==> src/include/fmul_params.svh <==
`ifndef FMUL_PARAMS_SVH
`define FMUL_PARAMS_SVH

// total latency from an input transfer to the matching output, in cycles
`define FMUL_DEPTH 5

// smallest legal latency
// two stage registers plus the output register
`define FMUL_MIN_DEPTH 3

// canonical quiet NaN for invalid operations such as zero times infinity
`define FMUL_QNAN 32'hffc0_0000

`endif

==> src/logic/fp32_pkg.sv <==
`default_nettype none

// Field types of the IEEE-754 binary32 format.
// A word is laid out as {sign, exp_t, mant_t} from bit 31 down to bit 0.
package fp32_pkg;

    typedef logic [31:0] fp32_t;        // whole binary32 word

    typedef logic [7:0] exp_t;          // biased exponent field

    typedef logic [22:0] mant_t;        // stored fraction without the hidden bit

    // Virtual exponent. This is the biased exponent the operand would have
    // once normalized. A normal keeps its field value and a subnormal gets
    // minus the leading zero count of its fraction, so the value can be
    // negative. Ten signed bits hold the sum of two operands less the bias.
    typedef logic signed [9:0] vexp_t;

endpackage

`default_nettype wire

==> src/logic/fmul_pkg.sv <==
`default_nettype none

// Types of the payloads that travel between the multiplier stages.
package fmul_pkg;

    typedef logic [5:0] shift_t;        // right shift into the rounding window

    typedef logic [47:0] prod_t;        // raw product of two 24-bit significands

    // Aligned significand seen by the rounder. The leading one sits in
    // bit 25 or bit 24. Below the kept fraction come the guard bit and a
    // low round bit, and whatever falls past bit 0 goes into sticky.
    typedef logic [25:0] rnd_t;

endpackage

`default_nettype wire

==> src/logic/fmul_classify.sv <==
`timescale 1ns/1ps
`default_nettype none

`include "fmul_params.svh"

module fmul_classify (
    input  fp32_pkg::fp32_t lhs,
    input  fp32_pkg::fp32_t rhs,
    output fp32_pkg::vexp_t lhs_vexp,
    output fp32_pkg::vexp_t rhs_vexp,
    output fp32_pkg::vexp_t prod_vexp,
    output logic            res_sign,
    output logic            subnormal,
    output logic            res_zero,
    output logic            res_inf,
    output logic            res_nan,
    output fp32_pkg::fp32_t nan_val
);

    fp32_pkg::exp_t  lhs_exp;
    fp32_pkg::exp_t  rhs_exp;
    fp32_pkg::mant_t lhs_mant;
    fp32_pkg::mant_t rhs_mant;
    logic            lhs_is_zero;
    logic            rhs_is_zero;
    logic            lhs_is_inf;
    logic            rhs_is_inf;
    logic            lhs_is_nan;
    logic            rhs_is_nan;

    // leading zeros of a fraction, 23 when it is all zero
    function automatic fp32_pkg::vexp_t count_lz(input fp32_pkg::mant_t m);
        fp32_pkg::vexp_t n;
        logic            found;
        n = 10'sd23;
        found = 1'b0;
        for (int i = 22; i >= 0; i--) begin
            if (m[i] && !found) begin
                n = fp32_pkg::vexp_t'(22 - i);
                found = 1'b1;
            end
        end
        return n;
    endfunction

    assign lhs_exp  = lhs[30:23];
    assign rhs_exp  = rhs[30:23];
    assign lhs_mant = lhs[22:0];
    assign rhs_mant = rhs[22:0];

    assign lhs_is_zero = (lhs_exp == 8'h00) && (lhs_mant == '0);
    assign rhs_is_zero = (rhs_exp == 8'h00) && (rhs_mant == '0);
    assign lhs_is_inf  = (lhs_exp == 8'hff) && (lhs_mant == '0);
    assign rhs_is_inf  = (rhs_exp == 8'hff) && (rhs_mant == '0);
    assign lhs_is_nan  = (lhs_exp == 8'hff) && (lhs_mant != '0);
    assign rhs_is_nan  = (rhs_exp == 8'hff) && (rhs_mant != '0);

    // subnormals are placed below exponent 1 by their leading zero count
    assign lhs_vexp = (lhs_exp == 8'h00) ? -count_lz(lhs_mant)
                                         : fp32_pkg::vexp_t'({2'b00, lhs_exp});
    assign rhs_vexp = (rhs_exp == 8'h00) ? -count_lz(rhs_mant)
                                         : fp32_pkg::vexp_t'({2'b00, rhs_exp});

    assign prod_vexp = lhs_vexp + rhs_vexp - 10'sd127;   // biased, ignores the 2x carry
    assign res_sign  = lhs[31] ^ rhs[31];

    assign subnormal = prod_vexp <= 10'sd0;
    assign res_zero  = (prod_vexp <= -10'sd25) || lhs_is_zero || rhs_is_zero;
    assign res_inf   = (prod_vexp >= 10'sd255) || lhs_is_inf || rhs_is_inf;

    assign res_nan = lhs_is_nan || rhs_is_nan
                  || (lhs_is_zero && rhs_is_inf)
                  || (lhs_is_inf && rhs_is_zero);

    // an input NaN is quieted and passed on, lhs first
    always_comb begin
        if (lhs_is_nan) begin
            nan_val = {lhs[31:23], 1'b1, lhs[21:0]};
        end else if (rhs_is_nan) begin
            nan_val = {rhs[31:23], 1'b1, rhs[21:0]};
        end else begin
            nan_val = `FMUL_QNAN;           // invalid operation
        end
    end

endmodule

`default_nettype wire

==> src/logic/fmul_mant_mult.sv <==
`timescale 1ns/1ps
`default_nettype none

module fmul_mant_mult (
    input  logic             clk,
    input  logic             en,
    input  fp32_pkg::fp32_t  lhs,
    input  fp32_pkg::fp32_t  rhs,
    input  fp32_pkg::vexp_t  lhs_vexp,
    input  fp32_pkg::vexp_t  rhs_vexp,
    input  fp32_pkg::vexp_t  prod_vexp,
    input  logic             res_sign,
    input  logic             subnormal,
    input  logic             res_zero,
    input  logic             res_inf,
    input  logic             res_nan,
    input  fp32_pkg::fp32_t  nan_val,
    output fmul_pkg::prod_t  prod,
    output fmul_pkg::shift_t shift,
    output fp32_pkg::vexp_t  prod_vexp_q,
    output logic             res_sign_q,
    output logic             subnormal_q,
    output logic             res_zero_q,
    output logic             res_inf_q,
    output logic             res_nan_q,
    output fp32_pkg::fp32_t  nan_val_q
);

    fp32_pkg::exp_t  lhs_exp_q;
    fp32_pkg::exp_t  rhs_exp_q;
    fp32_pkg::mant_t lhs_mant_q;
    fp32_pkg::mant_t rhs_mant_q;
    fp32_pkg::vexp_t lhs_vexp_q;
    fp32_pkg::vexp_t rhs_vexp_q;
    logic            lhs_sub;
    logic            rhs_sub;
    logic            gen_sub;
    logic            stay_sub;
    logic            escape_sub;
    fp32_pkg::vexp_t other_exp;
    fp32_pkg::vexp_t shift_wide;
    logic [23:0]     lhs_sig;
    logic [23:0]     rhs_sig;

    always_ff @(posedge clk) begin
        if (en) begin
            lhs_exp_q   <= lhs[30:23];
            rhs_exp_q   <= rhs[30:23];
            lhs_mant_q  <= lhs[22:0];
            rhs_mant_q  <= rhs[22:0];
            lhs_vexp_q  <= lhs_vexp;
            rhs_vexp_q  <= rhs_vexp;
            prod_vexp_q <= prod_vexp;
            res_sign_q  <= res_sign;
            subnormal_q <= subnormal;
            res_zero_q  <= res_zero;
            res_inf_q   <= res_inf;
            res_nan_q   <= res_nan;
            nan_val_q   <= nan_val;
        end
    end

    assign lhs_sub = lhs_exp_q == 8'h00;
    assign rhs_sub = rhs_exp_q == 8'h00;

    assign gen_sub    = subnormal_q && !lhs_sub && !rhs_sub;    // normal x normal -> subnormal
    assign stay_sub   = subnormal_q && (lhs_sub || rhs_sub);    // subnormal stays subnormal
    assign escape_sub = !subnormal_q && (lhs_sub || rhs_sub);   // subnormal back to normal

    // exponent field of the normal operand when the other one is subnormal
    assign other_exp = lhs_sub ? fp32_pkg::vexp_t'({2'b00, rhs_exp_q})
                               : fp32_pkg::vexp_t'({2'b00, lhs_exp_q});

    // 23 is the plain normal alignment, the other cases move around it
    always_comb begin
        if (gen_sub) begin
            shift_wide = 10'sd23 - prod_vexp_q;
        end else if (stay_sub) begin
            shift_wide = 10'sd149 - other_exp;
        end else if (escape_sub) begin
            shift_wide = 10'sd22 + (lhs_sub ? lhs_vexp_q : rhs_vexp_q);
        end else begin
            shift_wide = 10'sd23;
        end
    end

    assign shift = shift_wide[5:0];         // fits whenever the result is not forced

    assign lhs_sig = {!lhs_sub, lhs_mant_q};    // hidden bit restored
    assign rhs_sig = {!rhs_sub, rhs_mant_q};
    assign prod    = fmul_pkg::prod_t'(lhs_sig) * fmul_pkg::prod_t'(rhs_sig);

endmodule

`default_nettype wire

==> src/logic/fmul_round_pack.sv <==
`timescale 1ns/1ps
`default_nettype none

module fmul_round_pack (
    input  logic             clk,
    input  logic             en,
    input  fmul_pkg::prod_t  prod,
    input  fmul_pkg::shift_t shift,
    input  fp32_pkg::vexp_t  prod_vexp,
    input  logic             res_sign,
    input  logic             subnormal,
    input  logic             res_zero,
    input  logic             res_inf,
    input  logic             res_nan,
    input  fp32_pkg::fp32_t  nan_val,
    output fp32_pkg::fp32_t  packed_res
);

    fmul_pkg::prod_t  prod_q;
    fmul_pkg::shift_t shift_q;
    fp32_pkg::vexp_t  prod_vexp_q;
    logic             res_sign_q;
    logic             subnormal_q;
    logic             res_zero_q;
    logic             res_inf_q;
    logic             res_nan_q;
    fp32_pkg::fp32_t  nan_val_q;

    fmul_pkg::rnd_t   aligned;
    logic [6:0]       keep_sh;
    fmul_pkg::prod_t  lost;
    logic             sticky;
    logic             wide;
    logic             round_up;
    logic             exp_inc;
    fp32_pkg::mant_t  mant_sel;
    fp32_pkg::mant_t  res_mant;
    fp32_pkg::exp_t   res_exp;

    always_ff @(posedge clk) begin
        if (en) begin
            prod_q      <= prod;
            shift_q     <= shift;
            prod_vexp_q <= prod_vexp;
            res_sign_q  <= res_sign;
            subnormal_q <= subnormal;
            res_zero_q  <= res_zero;
            res_inf_q   <= res_inf;
            res_nan_q   <= res_nan;
            nan_val_q   <= nan_val;
        end
    end

    assign aligned = fmul_pkg::rnd_t'({prod_q, 1'b0} >> shift_q);

    // product bits that fell below bit 0 of the aligned value
    assign keep_sh = 7'd49 - {1'b0, shift_q};
    assign lost    = prod_q << keep_sh;
    assign sticky  = |lost;

    // the fraction starts one bit higher for a subnormal or a 2x product
    assign wide = subnormal_q || aligned[25];

    // nearest even
    assign round_up = wide ? aligned[1] & (aligned[2] | aligned[0] | sticky)
                           : aligned[0] & (aligned[1] | sticky);

    assign mant_sel = wide ? aligned[24:2] : aligned[23:1];
    assign res_mant = mant_sel + fp32_pkg::mant_t'(round_up);   // wraps to zero on carry-out

    // carry into the exponent from the 2x product or from rounding
    assign exp_inc = subnormal_q ? (aligned >= 26'h1ff_fffe) : (aligned >= 26'h1ff_ffff);
    assign res_exp = subnormal_q ? fp32_pkg::exp_t'(exp_inc)
                                 : prod_vexp_q[7:0] + fp32_pkg::exp_t'(exp_inc);

    always_comb begin
        if (res_nan_q) begin
            packed_res = nan_val_q;
        end else if (res_zero_q) begin
            packed_res = {res_sign_q, 8'h00, 23'h0};
        end else if (res_inf_q || res_exp == 8'hff) begin
            packed_res = {res_sign_q, 8'hff, 23'h0};    // overflow after rounding too
        end else begin
            packed_res = {res_sign_q, res_exp, res_mant};
        end
    end

endmodule

`default_nettype wire

==> src/logic/fmul_pipe.sv <==
`timescale 1ns/1ps
`default_nettype none

`include "fmul_params.svh"

module fmul_pipe #(
    parameter int depth = `FMUL_DEPTH
) (
    input  logic            clk,
    input  logic            rst_n,
    input  logic            in_valid,
    output logic            in_ready,
    input  fp32_pkg::fp32_t lhs,
    input  fp32_pkg::fp32_t rhs,
    output logic            out_valid,
    input  logic            out_ready,
    output fp32_pkg::fp32_t result
);

    logic [depth-1:0] vld;          // one valid bit per register slot
    logic             advance;

    fp32_pkg::vexp_t  lhs_vexp;
    fp32_pkg::vexp_t  rhs_vexp;
    fp32_pkg::vexp_t  prod_vexp;
    logic             res_sign;
    logic             subnormal;
    logic             res_zero;
    logic             res_inf;
    logic             res_nan;
    fp32_pkg::fp32_t  nan_val;

    fmul_pkg::prod_t  s1_prod;
    fmul_pkg::shift_t s1_shift;
    fp32_pkg::vexp_t  s1_prod_vexp;
    logic             s1_res_sign;
    logic             s1_subnormal;
    logic             s1_res_zero;
    logic             s1_res_inf;
    logic             s1_res_nan;
    fp32_pkg::fp32_t  s1_nan_val;

    fp32_pkg::fp32_t  packed_res;
    fp32_pkg::fp32_t  dly [0:depth-3];  // padding stages plus the output register

    if (depth < `FMUL_MIN_DEPTH) begin : g_depth_check
        $error("fmul_pipe depth must be at least %0d", `FMUL_MIN_DEPTH);
    end

    // the whole pipe moves as one unless a finished result is held back
    assign advance   = !vld[depth-1] || out_ready;
    assign in_ready  = advance;
    assign out_valid = vld[depth-1];
    assign result    = dly[depth-3];

    always_ff @(posedge clk) begin
        if (!rst_n) begin
            vld <= '0;
        end else if (advance) begin
            vld <= {vld[depth-2:0], in_valid};  // bubble when in_valid is low
        end
    end

    fmul_classify u_classify (
        .lhs       (lhs),
        .rhs       (rhs),
        .lhs_vexp  (lhs_vexp),
        .rhs_vexp  (rhs_vexp),
        .prod_vexp (prod_vexp),
        .res_sign  (res_sign),
        .subnormal (subnormal),
        .res_zero  (res_zero),
        .res_inf   (res_inf),
        .res_nan   (res_nan),
        .nan_val   (nan_val)
    );

    fmul_mant_mult u_mant_mult (
        .clk         (clk),
        .en          (advance),
        .lhs         (lhs),
        .rhs         (rhs),
        .lhs_vexp    (lhs_vexp),
        .rhs_vexp    (rhs_vexp),
        .prod_vexp   (prod_vexp),
        .res_sign    (res_sign),
        .subnormal   (subnormal),
        .res_zero    (res_zero),
        .res_inf     (res_inf),
        .res_nan     (res_nan),
        .nan_val     (nan_val),
        .prod        (s1_prod),
        .shift       (s1_shift),
        .prod_vexp_q (s1_prod_vexp),
        .res_sign_q  (s1_res_sign),
        .subnormal_q (s1_subnormal),
        .res_zero_q  (s1_res_zero),
        .res_inf_q   (s1_res_inf),
        .res_nan_q   (s1_res_nan),
        .nan_val_q   (s1_nan_val)
    );

    fmul_round_pack u_round_pack (
        .clk        (clk),
        .en         (advance),
        .prod       (s1_prod),
        .shift      (s1_shift),
        .prod_vexp  (s1_prod_vexp),
        .res_sign   (s1_res_sign),
        .subnormal  (s1_subnormal),
        .res_zero   (s1_res_zero),
        .res_inf    (s1_res_inf),
        .res_nan    (s1_res_nan),
        .nan_val    (s1_nan_val),
        .packed_res (packed_res)
    );

    // last element is the output register
    always_ff @(posedge clk) begin
        if (advance) begin
            dly[0] <= packed_res;
            for (int i = 1; i < depth - 2; i++) begin
                dly[i] <= dly[i-1];
            end
        end
    end

endmodule

`default_nettype wire

==> config.mk <==
export PLATFORM = sky130hd
export DESIGN_NAME = fmul_pipe
export DESIGN_NICKNAME = d
export VERILOG_FILES = /design/src/logic/fp32_pkg.sv /design/src/logic/fmul_pkg.sv /design/src/logic/fmul_classify.sv /design/src/logic/fmul_mant_mult.sv /design/src/logic/fmul_round_pack.sv /design/src/logic/fmul_pipe.sv
export VERILOG_INCLUDE_DIRS = /design/src /design/src/include
export SDC_FILE = /design/constraint.sdc
export NUM_CORES = 2
export LEC_CHECK = 0
export BUFFER_PORTS_ARGS = -buffer_cell sky130_fd_sc_hd__buf_2
export CAP_MARGIN = 5
export CORE_MARGIN = 2
export CORE_UTILIZATION = 25
export CTS_BUF_LIST = sky130_fd_sc_hd__clkbuf_8 sky130_fd_sc_hd__clkbuf_16
export CTS_CLUSTER_SIZE = 16
export DETAILED_ROUTE_END_ITERATION = 6
export GPL_ROUTABILITY_DRIVEN = 0
export PLACE_DENSITY = 0.41
export SYNTH_ARGS = -nofsm -noshare
export SYNTH_HDL_FRONTEND = slang
export SYNTH_SLANG_ARGS = --single-unit
==> constraint.sdc <==
create_clock -name clk -period 8.2 [get_ports clk]
set_input_delay 0.41 -clock clk [delete_from_list [all_inputs] [get_ports clk]]
set_output_delay 0.41 -clock clk [all_outputs]
set_load 0.02 [all_outputs]
# Yosys cells after proc, flatten, opt, wreduce, memory -nomap -nowiden
# Memory sizes are Yosys's and may differ from the RTL's.
# Cells that the tools add are included.
# totals
mem_bits_rw,96
out_inout_bits,34
inputBits,68
n_memories,1
register_bits,223
elab_cells,284
# classes
n_lt_le_gt_ge,5
muxes,108
addsub,10
multipliers,1
shifts,2
bitwise_logic,6
reduce_logical,124
n_eq_ne,3
# memory_table
name,depth,word_bits,rd,rd_clocked_by_memory_dff,write_ports,line,text
dly,3,32,3,0,3,fmul_pipe.sv:44,fp32_pkg::fp32_t dly [0:depth-3];
# ops
cell,count
10-bit two-way mux,24
5-bit two-way mux,24
32-bit two-way mux,3
31-bit two-way mux,2
1-bit logical AND,56
"26-bit by 25-bit >= comparator with 1-bit output, second input constant",2
49-bit by 6-bit right shift with 26-bit output,1
1-bit zero test,48
24-bit by 24-bit multiplier with 48-bit output,1
1-bit two-way mux,48
48-bit OR reduction,1
48-bit by 7-bit left shift with 48-bit output,1
23-bit zero test,2
23-bit nonzero test,2
8-bit zero test,4
6-bit two-way mux,5
"8-bit == test, second input constant",3
23-bit by 1-bit adder with 23-bit output,1
23-bit two-way mux,1
"6-bit subtractor, first input constant",2
1-bit logical OR,11
10-bit adder,1
"10-bit by 9-bit >= comparator with 1-bit output, second input constant",1
"10-bit by 1-bit <= comparator with 1-bit output, second input constant",1
11 further kinds,14

# Depth between registers and ports, before layout
# depth
ltp_word,74
mapped_depth,29
depth_no_buf,27

# Hierarchy
# A second synthesis with hierarchy kept.
# hier_totals
cells_unflattened,3670
hier_area_um2,37379.6
# modules_own_cells
mod,cells_each,area_per_inst_um2,seq_area_each_um2,instances
fmul_mant_mult,2327,22736.8,3633.5,1
fmul_round_pack,906,9286.4,2972.9,1
fmul_pipe,146,3318.2,2982.9,1
fmul_classify,291,2038.2,0.0,1

# Least setup slack after synthesis
# OpenSTA, ideal clock, no wires.
# synth_timing
path_type,reg2reg
start,register u_mant_mult.lhs_exp_q[5]
end,"register u_round_pack.prod_q[40], data pin"
setup_slack_ns,0.438
required_time_ns,7.937
path_stages_with_launch,28
synth_period_minus_slack_ns,7.762
setup_ns,0.263
n_path_buf,3
arrival_time_ns,7.499
path_cell_list,edfxtp_1 > or4_1 > nor4_1 > nand2b_1 > clkbuf_1 > clkbuf_1 > and2_1 > fa_1 > fa_1 > fa_1 > inv_1 > fa_1 > fa_1 > fa_1 > inv_1 > fa_1 > ha_1 > clkbuf_1 > nand3_1 > or3_1 > nor3_1 > a31oi_1 > o31a_1 > nor4_1 > o31a_1 > nand3_1 > a211o_1 > xnor2_1
# synth_between
elab_chain_cells,3
# synth_rtl
element,line,text
"start, declared",fmul_mant_mult.sv:29,fp32_pkg::exp_t lhs_exp_q;
"start signal, assigned",fmul_mant_mult.sv:47,lhs_exp_q <= lhs[30:23];
8-bit zero test,fmul_mant_mult.sv:63,assign lhs_sub = lhs_exp_q == 8'h00;
1-bit zero test,fmul_mant_mult.sv:89,"assign lhs_sig = {!lhs_sub, lhs_mant_q};"
24-bit by 24-bit multiplier with 48-bit output,fmul_mant_mult.sv:91,assign prod = fmul_pkg::prod_t'(lhs_sig) * fmul_pkg::prod_t'(rhs_sig);
named net s1_prod[40],fmul_pipe.sv:33,fmul_pkg::prod_t s1_prod;
"end signal, assigned",fmul_round_pack.sv:42,prod_q <= prod;
"end, declared",fmul_round_pack.sv:19,fmul_pkg::prod_t prod_q;
# The timed path passes the listed nets, and every way through them passes these cells.
# A chain may end at the register's enable or synchronous reset.

# Worst setup path after layout
# layout_timing
start,register u_mant_mult.lhs_exp_q[5]
end,"register u_round_pack.prod_q[44], data pin"
# Same word-level chain as after synthesis.

==> metrics.log <==
INFO  metric cts_root_buffer = sky130_fd_sc_hd__clkbuf_16
INFO  metric avgSynthCellArea = 10.2 µm²
INFO  metric antenna_found_initial = 6
INFO  metric dominantRegCellSynth = sky130_fd_sc_hd__edfxtp_1
INFO  metric mappedNetlistArea = roughly 36000 µm²
INFO  metric timing_max_transition_violations_final = 0
INFO  metric port_buffers = 101
INFO  metric synth.area.mux_share = 0.0617
INFO  metric antenna_cells_inserted = 0
INFO  metric hold_class = in -> reg
INFO  metric die-width = approximately 380 µm
INFO  metric gr-usage-all-layers = 0.155
INFO  metric ys_seq_area_frac = 0.262
INFO  metric areaGrowthSynthToFinish = 11.5%
INFO  metric regArea = 9470 µm²
INFO  metric drt-pass1-iter-count = 5
INFO  metric hold_viol = 0
INFO  metric number_of_flops_mapped_to_enable_cells_by_yosys = ~310
INFO  metric cts.sinks = 317
INFO  metric coreArea = 143000 µm²
INFO  metric setup_viol = 0
INFO  metric ys_types = 88
INFO  metric cp.required = 8540 ps
INFO  metric layout_min_cycle_time = 7840 ps
INFO  metric critical_path_peak_fanout = 6
INFO  metric synthXorXnorAreaFrac = 0.0194
INFO  metric postSynthRegisterBits = about 320
INFO  metric setup.worst_path.class = reg -> reg
INFO  metric worst_clock_skew = 22.1 ps
INFO  metric deepest_clock_path_buffer_count = 3
INFO  metric timing.reg2reg.worst_path_depth = 24
INFO  metric height_of_the_die = between 300 and 400 µm
INFO  metric crit_path_start_kind = register
INFO  metric synth-warning-count = 0
INFO  metric most-common-layout-cells = sky130_fd_sc_hd__inv_1, sky130_fd_sc_hd__nand2_1, sky130_fd_sc_hd__fa_1, sky130_fd_sc_hd__edfxtp_1, sky130_fd_sc_hd__and2_1
INFO  metric io_pins = 102
INFO  metric grt_setup_unrepaired = no
INFO  metric start_util = 0.252
INFO  metric synthesized_instance_count = about 3500
INFO  metric worst_setup_hold_path_clk_slew = 60 ps
INFO  metric transition_at_the_pin_with_the_smallest_max_transition_slack = 992 ps
INFO  metric fin_setup_tns = 0 ps
INFO  metric layout.cells.most_common = sky130_fd_sc_hd__inv_1
INFO  metric async_reset_ff_frac = 0
INFO  metric clock_tree_from_tritoncts = built
INFO  metric worst_skew_late_latency = 600 ps
INFO  metric drtAntennaViolNets = 0
INFO  metric layout_worst_path_cycle_share = 0.956
INFO  metric cts-htree-levels = 2
INFO  metric detailed_placement_wirelength_estimate = about 92 mm
INFO  metric synth-compound-area-share = 0.0862
INFO  metric gr-total-overflow = 0
INFO  metric maxCapViolations = 0
INFO  metric die_area = 147000 µm²
INFO  metric critPathCaptureType = register
INFO  metric synth_top_family_by_area = adder cells
INFO  metric grt_pass1_wl = 175 mm
INFO  metric cts_made_buffers = 38
INFO  metric vias_per_cell = 4.66
INFO  metric 1st_iter_drt_viols = 1856
INFO  metric dr_total_vias = 25700
INFO  metric routed_wl = 114 mm
INFO  metric maxSlewHeadroom = 0.338
INFO  metric area_used_by_multi_input_combinational_logic = 23700 µm²
INFO  metric outcome = finished, final reports clean
INFO  metric synth_adder_area_share = 0.338
INFO  metric placement_rows = 139
INFO  metric drive_above_1_share = 0.101
INFO  metric hold_path_depth = 1
INFO  metric cts-hold-fix-buffers = 0
INFO  metric grt_start_max_net_pins = 133
INFO  metric detail_route.drc_violations = 0
INFO  metric synth-simple-area-share = 0.148
INFO  metric final_layout_net_count = ~4300
INFO  metric max_freq = 128 MHz
INFO  metric fillCellCount = 15100
INFO  metric worstPathArrival = roughly 8200 ps
INFO  metric vias_in_the_first_global_route = 26900
INFO  metric avgRoutedWirePerCell = 20.6 µm
[critical path, stage by stage (launching register included)]
cell and delay (ps):
sky130_fd_sc_hd__edfxtp_1 400, sky130_fd_sc_hd__or4_1 550, sky130_fd_sc_hd__nor4_2 210, sky130_fd_sc_hd__nand2b_1 90, sky130_fd_sc_hd__buf_4 160, sky130_fd_sc_hd__and2_1 170, sky130_fd_sc_hd__fa_1 510, sky130_fd_sc_hd__fa_1 540
sky130_fd_sc_hd__fa_1 540, sky130_fd_sc_hd__inv_1 50, sky130_fd_sc_hd__fa_1 480, sky130_fd_sc_hd__fa_1 500, sky130_fd_sc_hd__fa_1 490, sky130_fd_sc_hd__inv_1 50, sky130_fd_sc_hd__fa_1 430, sky130_fd_sc_hd__ha_1 410
sky130_fd_sc_hd__nand3_1 140, sky130_fd_sc_hd__or3_1 350, sky130_fd_sc_hd__nor3_1 200, sky130_fd_sc_hd__a31oi_1 60, sky130_fd_sc_hd__o31a_1 150, sky130_fd_sc_hd__nor4_1 230, sky130_fd_sc_hd__o31a_1 340, sky130_fd_sc_hd__a31oi_1 200
sky130_fd_sc_hd__a311o_1 350
[cell families (layout without fill, tap and decap cells)]
logic type / Yosys count / after routing
buffers and inverters: 737 / 800
adders and majority gates: 686 / 686
other: 1 / 8
DFF: 317 / 317
and+or+nand+nor: 1109 / 1109
muxes: 149 / 149
xor gates and xnor gates: 80 / 80
AOI/OAI and AO/OA: 454 / 454
[synthesized netlist by cell type, types with 6 or more instances]
| library cell | n | area share |
|---|---|---|
| sky130_fd_sc_hd__o31ai_1 | 19 | 0.0040 |
| sky130_fd_sc_hd__or4_1 | 8 | 0.0017 |
| sky130_fd_sc_hd__o21bai_1 | 17 | 0.0035 |
| sky130_fd_sc_hd__a32o_1 | 6 | 0.0017 |
| sky130_fd_sc_hd__and3_1 | 16 | 0.0028 |
| sky130_fd_sc_hd__buf_2 | 12 | 0.0017 |
| sky130_fd_sc_hd__and2_1 | 218 | 0.038 |
| sky130_fd_sc_hd__buf_4 | 35 | 0.0073 |
| sky130_fd_sc_hd__or2_2 | 9 | 0.0016 |
| sky130_fd_sc_hd__o221ai_1 | 6 | 0.0015 |
| sky130_fd_sc_hd__inv_1 | 526 | 0.055 |
| sky130_fd_sc_hd__mux2i_1 | 66 | 0.018 |
| sky130_fd_sc_hd__mux2_2 | 23 | 0.0072 |
| sky130_fd_sc_hd__nand2b_1 | 31 | 0.0054 |
| sky130_fd_sc_hd__nand2_1 | 509 | 0.053 |
| sky130_fd_sc_hd__ha_1 | 203 | 0.070 |
| sky130_fd_sc_hd__o21a_1 | 9 | 0.0019 |
| sky130_fd_sc_hd__a221oi_1 | 6 | 0.0015 |
| sky130_fd_sc_hd__a2111oi_0 | 12 | 0.0029 |
| sky130_fd_sc_hd__xnor2_1 | 54 | 0.013 |
| sky130_fd_sc_hd__nor4_1 | 18 | 0.0031 |
| sky130_fd_sc_hd__o31a_1 | 8 | 0.0019 |
| sky130_fd_sc_hd__mux4_2 | 52 | 0.032 |
| sky130_fd_sc_hd__buf_6 | 7 | 0.0022 |
| sky130_fd_sc_hd__a21o_1 | 42 | 0.0087 |
| sky130_fd_sc_hd__a22o_1 | 28 | 0.0068 |
| sky130_fd_sc_hd__nor2_1 | 141 | 0.015 |
| sky130_fd_sc_hd__a31oi_1 | 19 | 0.0033 |
| sky130_fd_sc_hd__o21ai_0 | 72 | 0.010 |
| sky130_fd_sc_hd__buf_1 | 9 | 0.00094 |
| sky130_fd_sc_hd__a21oi_1 | 108 | 0.015 |
| sky130_fd_sc_hd__edfxtp_1 | 312 | 0.26 |
| sky130_fd_sc_hd__or3_1 | 9 | 0.0016 |
| sky130_fd_sc_hd__nor2b_1 | 29 | 0.0050 |
| sky130_fd_sc_hd__xor2_1 | 26 | 0.0063 |
| sky130_fd_sc_hd__a211oi_1 | 12 | 0.0025 |
| sky130_fd_sc_hd__nor3_1 | 43 | 0.0060 |
| sky130_fd_sc_hd__fa_1 | 483 | 0.27 |
| sky130_fd_sc_hd__o211ai_1 | 9 | 0.0019 |
| sky130_fd_sc_hd__a221o_1 | 9 | 0.0025 |
| sky130_fd_sc_hd__nand4_1 | 10 | 0.0017 |
| sky130_fd_sc_hd__nand3_1 | 37 | 0.0051 |
| sky130_fd_sc_hd__clkbuf_1 | 140 | 0.015 |
| sky130_fd_sc_hd__a32oi_1 | 7 | 0.0017 |
| sky130_fd_sc_hd__o22ai_1 | 17 | 0.0029 |
[sequential cells by signal, summed over array words and instances (netlist names), 5 cells and up]
signal	count
u_mant_mult.rhs_vexp_q	6
u_mant_mult.lhs_vexp_q	6
dly	96
u_round_pack.prod_vexp_q	8
u_round_pack.shift_q	6
u_mant_mult.lhs_mant_q	23
u_mant_mult.rhs_exp_q	8
u_mant_mult.prod_vexp_q	8
u_mant_mult.rhs_mant_q	23
u_round_pack.prod_q	48
vld	5
u_round_pack.nan_val_q	31
u_mant_mult.lhs_exp_q	8
u_mant_mult.nan_val_q	31
[layout make-up]
type | count | share of cell area
clock buffers | 38 | 0.0236
clock inverters | 32 | 0.0126
inverters | 531 | 0.0497
multi-input cells | 2486 | 0.588
flip-flops and latches | 317 | 0.235
well taps | 1903 | 0.0592
repair buffers | 199 | 0.0315
[layer usage]
metal,wire (µm),vias to the layer above,GRT usage
met5,0,-,0
met4,2450,0,0.0348
met3,3800,125,0.0131
met2,51700,534,0.246
met1,55600,13300,0.228
li1,-,11800,-
[worst paths after layout]
check	start	endpoint	slack, ps
setup / recovery	u_mant_mult.lhs_exp_q[5]	u_round_pack.prod_q[44]	360
hold / removal	rhs[23]	u_mant_mult.rhs_exp_q[0]	60
setup reg to reg	u_mant_mult.lhs_exp_q[5]	u_round_pack.prod_q[44]	360
hold reg to reg	u_mant_mult.prod_vexp_q[7]	u_round_pack.prod_vexp_q[7]	400
[through the flow]
stage	hold WS (ps)	cells	worst slack, ps	area, µm²	util
2_1_floorplan	400	3540	438	36100	-
3_3_place_gp	401	5435	283	38700	0.270
3_5_place_dp	405	5435	154	38700	0.270
4_1_cts	29.8	5505	139	40200	0.280
5_1_grt	46.6	5506	3.38	40200	0.280
6_report	64.6	5506	357	40200	0.280
[what timing repair did]
item	in CTS	in global routing
buffers inserted	0	1
resized for setup	0	6
endpoints found under the setup margin	0	10
Power is not shown: default switching activity piles up to over one toggle a cycle in this logic, so the estimate is an artifact.
